[config.mk]
export PLATFORM = sky130hd
export DESIGN_NAME = req_edge
export DESIGN_NICKNAME = d
export VERILOG_FILES = /design/src/edge_pkg.sv /design/src/req_edge.sv /design/src/write_packer.sv /design/src/byte_range_mask.sv /design/src/write_heap_mem.sv /design/src/write_heap_ctrl.sv
export VERILOG_INCLUDE_DIRS = /design/src
export SDC_FILE = /design/constraint.sdc
export NUM_CORES = 2
export LEC_CHECK = 0
export ABC_CLOCK_PERIOD_IN_PS = 10850
export BUFFER_PORTS_ARGS = -buffer_cell sky130_fd_sc_hd__buf_2
export CAP_MARGIN = 10
export CORE_AREA = 2 2 490 541
export DETAILED_ROUTE_END_ITERATION = 10
export DIE_AREA = 0 0 492 543
export PLACE_DENSITY_LB_ADDON = 0.2
export SLEW_MARGIN = 15
export SYNTH_ARGS = -nofsm -noshare
export SYNTH_HDL_FRONTEND = slang
export SYNTH_SLANG_ARGS = --single-unit
[constraint.sdc]
create_clock -name clk -period 10.85 [get_ports clk]
set_input_delay 1.6275 -clock clk [delete_from_list [all_inputs] [get_ports clk]]
set_output_delay 1.6275 -clock clk [all_outputs]
set_load 0.05 [all_outputs]
[src/edge_settings.svh]
`ifndef EDGE_SETTINGS_SVH
`define EDGE_SETTINGS_SVH

// ==============================
// Line geometry
// ==============================

// Bytes in one line of write data
`define EDGE_LINE_BYTES 16

// ==============================
// Write heap sizing
// ==============================

// Packet entries in the write heap, each one holding a whole packet
`define EDGE_HEAP_ENTRIES 8

// Largest packet in beats, which sets the lines held per heap entry
`define EDGE_MAX_BEATS 4

// Almost-full rises while fewer entries than this are free
// Two entries cover the start beats that can still arrive while the
// registered level to the requester catches up
`define EDGE_ALM_FULL_SLACK 2

`endif
[src/edge_pkg.sv]
package edge_pkg;

    `include "edge_settings.svh"

    // ==============================
    // Widths derived from the settings
    // ==============================

    localparam int LINE_BITS = `EDGE_LINE_BYTES * 8;
    localparam int TAG_BITS = $clog2(`EDGE_HEAP_ENTRIES);

    // Basic words of a line and of its addressing
    typedef logic [LINE_BITS-1:0] line_data_t;
    typedef logic [`EDGE_LINE_BYTES-1:0] byte_mask_t;
    typedef logic [$clog2(`EDGE_LINE_BYTES)-1:0] byte_idx_t;
    typedef logic [TAG_BITS-1:0] heap_tag_t;
    typedef logic [$clog2(`EDGE_MAX_BEATS)-1:0] beat_num_t;

    // Length code is beats minus one, so codes 0, 1 and 3 are legal
    typedef logic [1:0] cl_len_t;

    // Code of a single-beat packet
    localparam cl_len_t CL_LEN_1 = 2'd0;

    // Tag view of a line word, heap tag in the low bits and zero above
    typedef struct packed {
        logic [LINE_BITS-TAG_BITS-1:0] pad;
        heap_tag_t tag;
    } line_tag_view_t;

    // One line word, read as data on the way in and as a tag on the way out
    typedef union packed {
        line_data_t data;
        line_tag_view_t tag_view;
    } line_payload_u;

    // Write header as the requester presents it on every beat
    typedef struct packed {
        logic [31:0] address;
        cl_len_t cl_len;
        logic sop;
        logic byte_mode;
        byte_idx_t byte_start;
        // Zero means the range runs to the end of the line
        byte_idx_t byte_len;
    } wr_hdr_t;

    // One beat from the requester
    typedef struct packed {
        logic valid;
        wr_hdr_t hdr;
        line_payload_u payload;
    } wr_beat_t;

    // One control request per packet toward the pipeline
    typedef struct packed {
        logic valid;
        logic [31:0] address;
        cl_len_t cl_len;
        logic is_partial;
        byte_mask_t mask;
        line_payload_u payload;
    } out_req_t;

endpackage

[src/req_edge.sv]
`timescale 1ns/100ps

module req_edge
    import edge_pkg::*;
(
    input  logic clk,
    input  logic reset,
    output logic afu_reset,
    input  wr_beat_t wr_beat,
    output logic wr_alm_full,
    output out_req_t out_req,
    input  heap_tag_t rd_tag,
    input  beat_num_t rd_beat,
    output line_data_t rd_data,
    input  logic free,
    input  heap_tag_t free_tag
);

    logic alloc;
    heap_tag_t alloc_tag;
    logic heap_alm_full;
    logic heap_wen;
    heap_tag_t heap_wtag;
    beat_num_t heap_wbeat;
    byte_mask_t range_mask;

    // Requester leaves reset a cycle after the edge does
    always_ff @(posedge clk)
    begin
        afu_reset <= reset;
    end

    // Level to the requester is held high through reset
    always_ff @(posedge clk)
    begin
        if (reset)
            wr_alm_full <= 1'b1;
        else
            wr_alm_full <= heap_alm_full;
    end

    write_heap_ctrl u_heap_ctrl (
        .clk(clk),
        .reset(reset),
        .alloc(alloc),
        .alloc_tag(alloc_tag),
        .free(free),
        .free_tag(free_tag),
        .alm_full(heap_alm_full)
    );

    write_heap_mem u_heap_mem (
        .clk(clk),
        .wen(heap_wen),
        .wtag(heap_wtag),
        .wbeat(heap_wbeat),
        .wdata(wr_beat.payload.data),
        .rd_tag(rd_tag),
        .rd_beat(rd_beat),
        .rd_data(rd_data)
    );

    byte_range_mask u_range_mask (
        .clk(clk),
        .byte_start(wr_beat.hdr.byte_start),
        .byte_len(wr_beat.hdr.byte_len),
        .mask(range_mask)
    );

    write_packer u_packer (
        .clk(clk),
        .reset(reset),
        .wr_beat(wr_beat),
        .alloc_tag(alloc_tag),
        .alloc(alloc),
        .heap_wen(heap_wen),
        .heap_wtag(heap_wtag),
        .heap_wbeat(heap_wbeat),
        .range_mask(range_mask),
        .out_req(out_req)
    );

endmodule

[src/write_packer.sv]
`timescale 1ns/100ps

module write_packer
    import edge_pkg::*;
(
    input  logic clk,
    input  logic reset,
    input  wr_beat_t wr_beat,
    input  heap_tag_t alloc_tag,
    output logic alloc,
    output logic heap_wen,
    output heap_tag_t heap_wtag,
    output beat_num_t heap_wbeat,
    input  byte_mask_t range_mask,
    output out_req_t out_req
);

    // ==============================
    // Packet tracking
    // ==============================

    logic packet_active;
    // Number of the next beat expected in an open packet
    beat_num_t beat_cnt;

    // Values saved from the start beat, since later beats may carry junk
    logic [31:0] sop_addr;
    cl_len_t sop_len;
    logic sop_byte_mode;
    heap_tag_t sop_tag;

    logic is_sop;
    logic [31:0] cur_addr;
    cl_len_t cur_len;
    logic cur_byte_mode;
    heap_tag_t cur_tag;
    beat_num_t cur_beat;
    logic is_eop;

    // Canonical header, taken live on the start beat and from the saved copy after
    always_comb
    begin
        is_sop = wr_beat.valid && wr_beat.hdr.sop;
        cur_addr = is_sop ? wr_beat.hdr.address : sop_addr;
        cur_len = is_sop ? wr_beat.hdr.cl_len : sop_len;
        cur_byte_mode = is_sop ? wr_beat.hdr.byte_mode : sop_byte_mode;
        cur_tag = is_sop ? alloc_tag : sop_tag;
        cur_beat = is_sop ? '0 : beat_cnt;
        // Length code equals the number of the last beat
        is_eop = wr_beat.valid && (cur_beat == beat_num_t'(cur_len));
    end

    // Claim a heap entry on the start beat and store every beat under it
    assign alloc = is_sop;
    assign heap_wen = wr_beat.valid;
    assign heap_wtag = cur_tag;
    assign heap_wbeat = cur_beat;

    always_ff @(posedge clk)
    begin
        if (is_sop)
        begin
            sop_addr <= wr_beat.hdr.address;
            sop_len <= wr_beat.hdr.cl_len;
            sop_byte_mode <= wr_beat.hdr.byte_mode;
            sop_tag <= alloc_tag;
        end
    end

    always_ff @(posedge clk)
    begin
        if (reset)
        begin
            packet_active <= 1'b0;
            beat_cnt <= '0;
        end
        else if (wr_beat.valid)
        begin
            packet_active <= !is_eop;
            beat_cnt <= is_eop ? '0 : cur_beat + beat_num_t'(1);
        end
    end

    // ==============================
    // Outbound request
    // ==============================

    logic req_valid_q;
    logic [31:0] req_addr_q;
    cl_len_t req_len_q;
    logic req_partial_q;
    heap_tag_t req_tag_q;

    // Only the last beat sends a request, so data is all in the heap by then
    always_ff @(posedge clk)
    begin
        req_addr_q <= cur_addr;
        req_len_q <= cur_len;
        req_partial_q <= cur_byte_mode && (cur_len == CL_LEN_1);
        req_tag_q <= cur_tag;
        if (reset)
            req_valid_q <= 1'b0;
        else
            req_valid_q <= is_eop;
    end

    // The range mask lands in the same cycle as the registered request
    always_comb
    begin
        out_req.valid = req_valid_q;
        out_req.address = req_addr_q;
        out_req.cl_len = req_len_q;
        out_req.is_partial = req_partial_q;
        out_req.mask = req_partial_q ? range_mask : '1;
        out_req.payload.tag_view.pad = '0;
        out_req.payload.tag_view.tag = req_tag_q;
    end

    // ==============================
    // Requester format checks
    // ==============================

    // A start beat opens a packet and any other beat continues one
    a_sop_order: assert property (@(posedge clk) disable iff (reset)
        wr_beat.valid |-> (wr_beat.hdr.sop != packet_active));

    a_len_steady: assert property (@(posedge clk) disable iff (reset)
        (wr_beat.valid && !wr_beat.hdr.sop) |-> (wr_beat.hdr.cl_len == sop_len));

    a_addr_align: assert property (@(posedge clk) disable iff (reset)
        is_sop |-> ((wr_beat.hdr.address[1:0] & wr_beat.hdr.cl_len) == 2'b00));

    a_byte_single: assert property (@(posedge clk) disable iff (reset)
        (is_sop && wr_beat.hdr.byte_mode) |-> (wr_beat.hdr.cl_len == CL_LEN_1));

endmodule

[src/byte_range_mask.sv]
`timescale 1ns/100ps
`include "edge_settings.svh"

module byte_range_mask
    import edge_pkg::*;
(
    input  logic clk,
    input  byte_idx_t byte_start,
    input  byte_idx_t byte_len,
    output byte_mask_t mask
);

    byte_idx_t start_idx;
    // End index is one past the last byte of the range
    byte_idx_t end_idx;

    // Both indices follow the requester every cycle and the packer picks the mask
    // only for a byte-mode request
    // A length of zero maps to an end of zero, which decodes as end of line
    always_ff @(posedge clk)
    begin
        start_idx <= byte_start;
        end_idx <= (byte_len == '0) ? '0 : byte_start + byte_len;
    end

    // Bytes at or above the start, and strictly below the end
    always_comb
    begin
        for (int i = 0; i < `EDGE_LINE_BYTES; i++)
        begin
            mask[i] = (i >= int'(start_idx)) &&
                      ((end_idx == '0) || (i < int'(end_idx)));
        end
    end

endmodule

[src/write_heap_mem.sv]
`timescale 1ns/100ps
`include "edge_settings.svh"

module write_heap_mem
    import edge_pkg::*;
(
    input  logic clk,
    input  logic wen,
    input  heap_tag_t wtag,
    input  beat_num_t wbeat,
    input  line_data_t wdata,
    input  heap_tag_t rd_tag,
    input  beat_num_t rd_beat,
    output line_data_t rd_data
);

    localparam int DEPTH = `EDGE_HEAP_ENTRIES * `EDGE_MAX_BEATS;

    // Each entry owns a block of lines, one per beat of its packet
    line_data_t mem [DEPTH];

    // Beats are stored as they arrive, in the same cycle
    always_ff @(posedge clk)
    begin
        if (wen)
            mem[{wtag, wbeat}] <= wdata;
    end

    // Read port with a single cycle of latency
    always_ff @(posedge clk)
    begin
        rd_data <= mem[{rd_tag, rd_beat}];
    end

endmodule

[src/write_heap_ctrl.sv]
`timescale 1ns/100ps
`include "edge_settings.svh"

module write_heap_ctrl
    import edge_pkg::*;
(
    input  logic clk,
    input  logic reset,
    input  logic alloc,
    output heap_tag_t alloc_tag,
    input  logic free,
    input  heap_tag_t free_tag,
    output logic alm_full
);

    localparam int CNT_W = $clog2(`EDGE_HEAP_ENTRIES + 1);

    // One bit per entry, set while the entry is free
    logic [`EDGE_HEAP_ENTRIES-1:0] free_map;
    logic [CNT_W-1:0] free_cnt;

    // Offer the lowest free entry, scanning down so the last hit wins
    always_comb
    begin
        alloc_tag = '0;
        for (int i = `EDGE_HEAP_ENTRIES - 1; i >= 0; i--)
        begin
            if (free_map[i])
            begin
                alloc_tag = heap_tag_t'(i);
            end
        end
    end

    // Allocation and release can land in the same cycle on different entries
    always_ff @(posedge clk)
    begin
        if (reset)
        begin
            free_map <= '1;
            free_cnt <= CNT_W'(`EDGE_HEAP_ENTRIES);
        end
        else
        begin
            if (alloc)
                free_map[alloc_tag] <= 1'b0;
            if (free)
                free_map[free_tag] <= 1'b1;
            free_cnt <= free_cnt + CNT_W'(free) - CNT_W'(alloc);
        end
    end

    // Level is raw here and gets registered at the top before the requester
    assign alm_full = (free_cnt < CNT_W'(`EDGE_ALM_FULL_SLACK));

    // The consumer may only release an entry the packer has claimed
    a_free_held: assert property (@(posedge clk) disable iff (reset)
        free |-> !free_map[free_tag]);

    // The slack must keep a start beat from arriving with the heap empty
    a_alloc_room: assert property (@(posedge clk) disable iff (reset)
        alloc |-> (free_cnt != '0));

endmodule

---- Word-level counts from Yosys, hierarchy flattened ----
Memories as Yosys holds them, arrays and structs flattened. A register that Yosys moved wholly into a read port is not among the register bits.
Cells that the tools add are included.
storage, ports and cells
  input port bits ......................... 184
  bits in latches ......................... 0
  bits in writable memories ............... 4,096
  memories kept ........................... 1
  ROM bits ................................ 0
  register bits after elaboration ......... 64
  logic and storage cells ................. 118
cells by class
  equality and inequality tests ........... 1
  add/subtract/negate cells ............... 4
  $lt $le $gt $ge ......................... 35
  $mul .................................... 0
  reductions and logical operators ........ 38
  bitwise logic cells ..................... 3
  shifts and indexed selects .............. 0
  mux-type cells .......................... 23
  divide/modulo/power cells ............... 0
memory list
  memory          words  width  rd ports  clocked after Yosys merged registers in  wr ports  line                  RTL
  u_heap_mem.mem  32     128    1         1                                        1         write_heap_mem.sv:20  line_data_t mem [DEPTH];
operators by type and width
  operator                                                     count
  >= comparator 4 bit (first input constant)                   7
  less-than comparator 4 bit (first input constant)            7
  2-to-1 mux 3 bit                                             9
  2-to-1 mux 8 bit                                             3
  logical AND 1 bit                                            20
  >= comparator 3 x 4 -> 1 bit (first input constant)          4
  less-than comparator 3 x 4 -> 1 bit (first input constant)   4
  2-to-1 mux 16 bit                                            1
  logical OR 1 bit                                             15
  bitwise AND 8 bit                                            1
  >= comparator 1 x 4 -> 1 bit (first input constant)          2
  >= comparator 2 x 4 -> 1 bit (first input constant)          2
  logical NOT 4 bit                                            2
  less-than comparator 1 x 4 -> 1 bit (first input constant)   2
  less-than comparator 2 x 4 -> 1 bit (first input constant)   2
  less-than comparator 3 x 4 -> 1 bit (second input constant)  2
  inverter 8 bit                                               1
  OR 8 bit                                                     1
  demux 1 bit (select 3 bit)                                   2
  >= comparator 3 x 1 -> 1 bit (second input constant)         2
  2-to-1 mux 2 bit                                             3
  2-to-1 mux 1 bit                                             5
  adder 4 x 1 -> 4 bit                                         1
  adder 4 bit                                                  1
  5 further kinds                                              5

---- Logic depth before layout (Yosys ltp) ----
  depth after elaboration ................. 18
  gate-level depth with buffers ........... 11
  mapped depth without buffers ............ 9

---- Hierarchy ----
A second synthesis with hierarchy kept.
second synthesis, totals
  cell total of the unflattened synthesis .. 6,809
  area total of the unflattened synthesis .. 159,015.0 um^2
modules (own cells, without submodules)
  module           cells an instance  seq. area each (um^2)  instances  area each (um^2)
  write_heap_mem   6,440              125,560.4              1          155,236.4
  write_packer     216                1,161.1                1          2,436.1
  write_heap_ctrl  76                 240.2                  1          664.4
  byte_range_mask  74                 160.2                  1          631.9
  req_edge         3                  40.0                   1          46.3

---- Worst setup path after synthesis ----
OpenSTA, ideal clock, no wires.
  path kind ............................... in2reg
  from .................................... input wr_beat[137] in the netlist's numbering
  to ...................................... memory u_heap_mem.mem[12][0] in the netlist's numbering (enable)
  arrival ................................. 9.251 ns
  stages on the path ...................... 7
  setup slack ............................. 0.942 ns
  path through ............................ clkbuf_2 > nand2_1 > buf_2 > clkinv_1 > nand3_1 > o22a_1 > a21oi_1
between the ends
  word-level cells in the longest chain between the ends .. 2
  elaborated cells between the ends (all ways) .. 3
  classes of those cells .................. 2 x mux; 1 x reduce/logical
RTL lines
  element                                               line                  RTL
  start: declaration                                    req_edge.sv:9         input wr_beat_t wr_beat,
  logical AND 1 bit (*)                                 write_packer.sv:43    is_sop = wr_beat.valid && wr_beat.hdr.sop;
  via alloc                                             req_edge.sv:19        logic alloc;
  2-to-1 mux 2 bit or 2-to-1 mux 3 bit (tied branches)  -
  end: declaration                                      write_heap_mem.sv:20
The timed path passes the listed nets; every way through them passes the cells marked *.

---- Worst setup path after layout ----
  from .................................... input wr_beat[172] in the netlist's numbering
  to ...................................... memory u_heap_mem.mem[12][85] in the netlist's numbering (enable)
between the ends
  word-level cells in the longest chain between the ends .. 2
  elaborated cells between the ends (all ways) .. 5
  classes of those cells .................. 4 x mux; 1 x reduce/logical
RTL lines
  element                                                         line                                      RTL
  2-to-1 mux 1 bit or logical AND 1 bit (tied branches)           write_heap_mem.sv:25, write_packer.sv:43
  2-to-1 mux 1 bit (implied by the code) (tied with other cells)  write_heap_mem.sv:26                      mem[{wtag, wbeat}] <= wdata;
Parallel ways exist; a longest one is shown, timed or not.

==> summary.md <==
| Metric | Value |
|---|---|
| Outcome | complete, no violations |
| P_leak | between 0.05 and 0.06 uW |
| VDD IR max | 0.0001441 V |
| Netlist cell types | 56 |
| Multi-input gate area | 31950 um2 |
| H-tree Lvls | 5 |
| Slowest cell on the critical path | a21oi_4 |
| Netlist Area Pre-Place | 161700 um2 |
| Die area | ~270000 um2 |
| Crit-path cells | buf_2 > nand2_1 > nand2_1 > ha_1 > nand3_1 > or3_1 > a21oi_4 > buf_4 > buf_4 |
| Part of the Yosys area used for sequential elements | 0.7866 |
| Crit path time final | 5.247 ns |
| Area growth from synthesis to layout | 11.22% |
| Worst Skew | 0.06354 ns |
| Sequential cell fraction of total power | 0.541 |
| Worst EP required | 11.37 ns |
| Clk root buf | clkbuf_16 |
| CTS hold repair buffers | 0 |
| Internal | 26700 uW |
| # IOs | slightly below 500 |
| Post-synth top flop | edfxtp_1 |
| CTS tree | yes |
| Crit-path max cell delay | a little under 1 ns |
| Power per cell area | 190.1 nW/um2 |
| Setup violations, final | 0 |
| RSZ-0062 raised after global routing | no |
| Relative max-transition margin | 0.1708 |
| Synthesis-stage register bit count | 4288 |
| Worst-path maximum fanout | 35 |
| Syn_area_per_cell | 20.71 um2 |
| GPL Wtd Cong | 0.7844 |
| DR vias | 81846 |
| Cell Rows | 197 |
| Routed vias/inst | 6.755 |
| Sum of negative setup slack | 0 ns |
| Fillers | 15985 |
| Congestion Overflow GR | 0 |
| Hold WC Path Type | reg2reg |
| Core area | 261300 um2 |
| CP Capture Type | register |
| Final #Nets | 8469 |
| Worst-path clk slew | roughly 0.060 ns |
| Post-route DRC | 0 |
| Die Span X | 492 um |
| Sw Pwr | approximately 7500 uW |
| Clk pwr share | 0.402 |
| CTS resizes | 0 |
| Combinational group share of total power | 0.057 |
| EDFF count, synth | 4128 |
| Largest net degree at the start of global routing | 139 |
| Clk Latency, worst-skew pair | just over 0.9 ns |
| Starting density of the core | 0.6188 |
| Wire length of the first global-routing pass | 580.8 mm |
| Starting DRT DRC Count | 10775 |
| Post-CTS setup buffers | 0 |
| Post-DRT Antenna Nets | 0 |
| Max-Cap Viols | 0 |
| Final hold vios | 0 |
| Final WL | around 410 mm |
| Fin crit share | 0.4836 |
| Initial antenna violation count | 61 |
| Gate Count Post-Synth | 7805 |
| Flip-flop and latch area | 127200 um2 |
| Die height | ~540 um |
| Drt wl/cell | approximately 34 um |
| DP HPWL | 201.7 mm |
| Commonest non-fill, non-tap cell in the layout | edfxtp_1 |
| Slew Viols, Final | 0 |
| Startpoint Class | primary input |
| Clock Path Buffers | 4 |
| Critical path class | in2reg |
| Layout cells sized above 1 | 0.1886 |
| Total GRT Usage | 0.3033 |
| Worst-margin pin slew | 1.244 ns |
| Vias in the first global route | ~81000 |
| Most frequent cells in the layout | edfxtp_1 (4128), mux2i_1 (1025), a22oi_1 (769), mux4_2 (512), clkbuf_16 (412) |
| Clock sinks | 4288 |
| Asr flop ratio synth | 0 |
| F_max | 190.6 MHz |
| Critical path data arrival time | 5.77 ns |
| First-pass DRT Iterations | 6 |
| Switch share | 0.2187 |
| Synth warnings | 0 |
| Final Util | 0.6882 |
| I/O Buffers | between 300 and 400 |
| Cts bufs inserted | 406 |
-- metrics by stage --
stage / hold slack [ns] / setup WS (ns) / std cells / total power [uW] / instance area (um2)
floorplan: 0.4513 / 0.9421 / 7929 / 20050 / 162100
global placement: 0.4633 / 4.927 / 11343 / 20730 / 166900
detailed placement: 0.4694 / 4.774 / 11343 / 20770 / 166900
CTS: 0.4835 / 5.711 / 12085 / 34320 / 179700
global route: 0.4882 / 5.493 / 12092 / 35060 / 179700
finish: 0.4777 / 5.603 / 12116 / 34180 / 179800
-- flip-flops by register name, indices dropped and copies added (netlist names), 2 cells and up --
register	cells
u_heap_mem.mem	4096
u_heap_mem.rd_data	128
u_packer.req_addr_q	32
u_heap_ctrl.free_map	8
u_heap_ctrl.free_cnt	4
u_range_mask.end_idx	4
u_range_mask.start_idx	4
u_packer.req_tag_q	3
u_packer.beat_cnt	2
u_packer.req_len_q	2
-- path summary, 6_finish.rpt --
| path | start | end | slack, ns | cells after the start |
|---|---|---|---|---|
| max | wr_beat[172] | u_heap_mem.mem[12][85]$_DFFE_PP_ | 5.60 | 9 |
| min | u_packer.sop_byte_mode$_DFF_P_ | u_packer.sop_byte_mode$_DFF_P_ | 0.48 | 1 |
| max reg2reg | u_heap_ctrl.free_map[1]$_SDFF_PP1_ | u_heap_mem.mem[12][85]$_DFFE_PP_ | 6.38 | 6 |
| min reg2reg | u_packer.sop_byte_mode$_DFF_P_ | u_packer.sop_byte_mode$_DFF_P_ | 0.48 | 1 |
-- cell usage after synthesis (all sizes together), types with 2 or more instances --
cell type,instances,area (um2)
nand4,128,800.8
nor2b,13,81.33
o22ai,4,25.02
o22a,4,35.03
a211o,2,17.52
nor2,38,145.1
o21a,2,15.01
mux4,512,11530
nand2,37,138.9
a21oi,26,130.1
dfxtp,160,3203
mux2i,1025,10260
a21o,5,37.54
nor3,9,45.04
nand3,266,1331
a221o,3,30.03
or3,4,25.02
o221a,2,22.52
xnor2,5,43.79
and2,3,18.77
o31a,2,17.52
a41oi,2,17.52
a22oi,769,5773
a31oi,8,50.05
fa,2,40.04
xor2,2,17.52
clkbuf,136,519.2
o31ai,4,30.03
inv,19,71.32
o41ai,3,26.28
o21ai,18,90.08
ha,13,162.7
edfxtp,4128,124000
nand2b,4,25.02
buf,433,2825
-- power groups by stage --
| stage | Sequential, uW | Combinational, uW | Clock [uW] |
|---|---|---|---|
| floorplan | 19000 | 1030 | 0 |
| global placement | 18800 | 1910 | 0 |
| detailed placement | 18800 | 1940 | 0 |
| CTS | 18500 | 1950 | 13900 |
| global route | 18500 | 2050 | 14500 |
| finish | 18500 | 1950 | 13800 |
-- final cells by class --
class                      count  area share
clock buffer                 562     0.06175
antenna                       30   0.0004175
clock inverter               180    0.009638
timing repair buffer         502     0.01859
sequential                  4288      0.7072
tap                         3482     0.02423
multi-input combinational   3052      0.1777
inverter                      20   0.0004175
-- layer usage --
layer	vias to the layer above	GRT usage	wire, um
li1	33188	-	-
met1	43106	0.4215	152300
met2	4738	0.5006	203800
met3	770	0.05299	39670
met4	44	0.08808	12410
met5	-	0	289
-- critical path: cells and delay by family --
| kind | cells | cell delay, ns |
|---|---|---|
| buf+inv | 3 | 1.67 |
| simple gates | 4 | 1.15 |
| compound gates | 1 | 0.97 |
| fa+ha+maj | 1 | 0.21 |
-- cells by family after synthesis --
family / share of synthesized area
XOR/XNOR: 0.0003792
buffers and inverters: 0.02115
AND/OR/NAND/NOR: 0.01649
adder cells (fa/ha/maj): 0.001254
multiplexers: 0.1349
AO/OA/AOI/OAI: 0.03927
other: 0.00002320
flip-flops: 0.7866
Power figures use the tool's default switching activity.
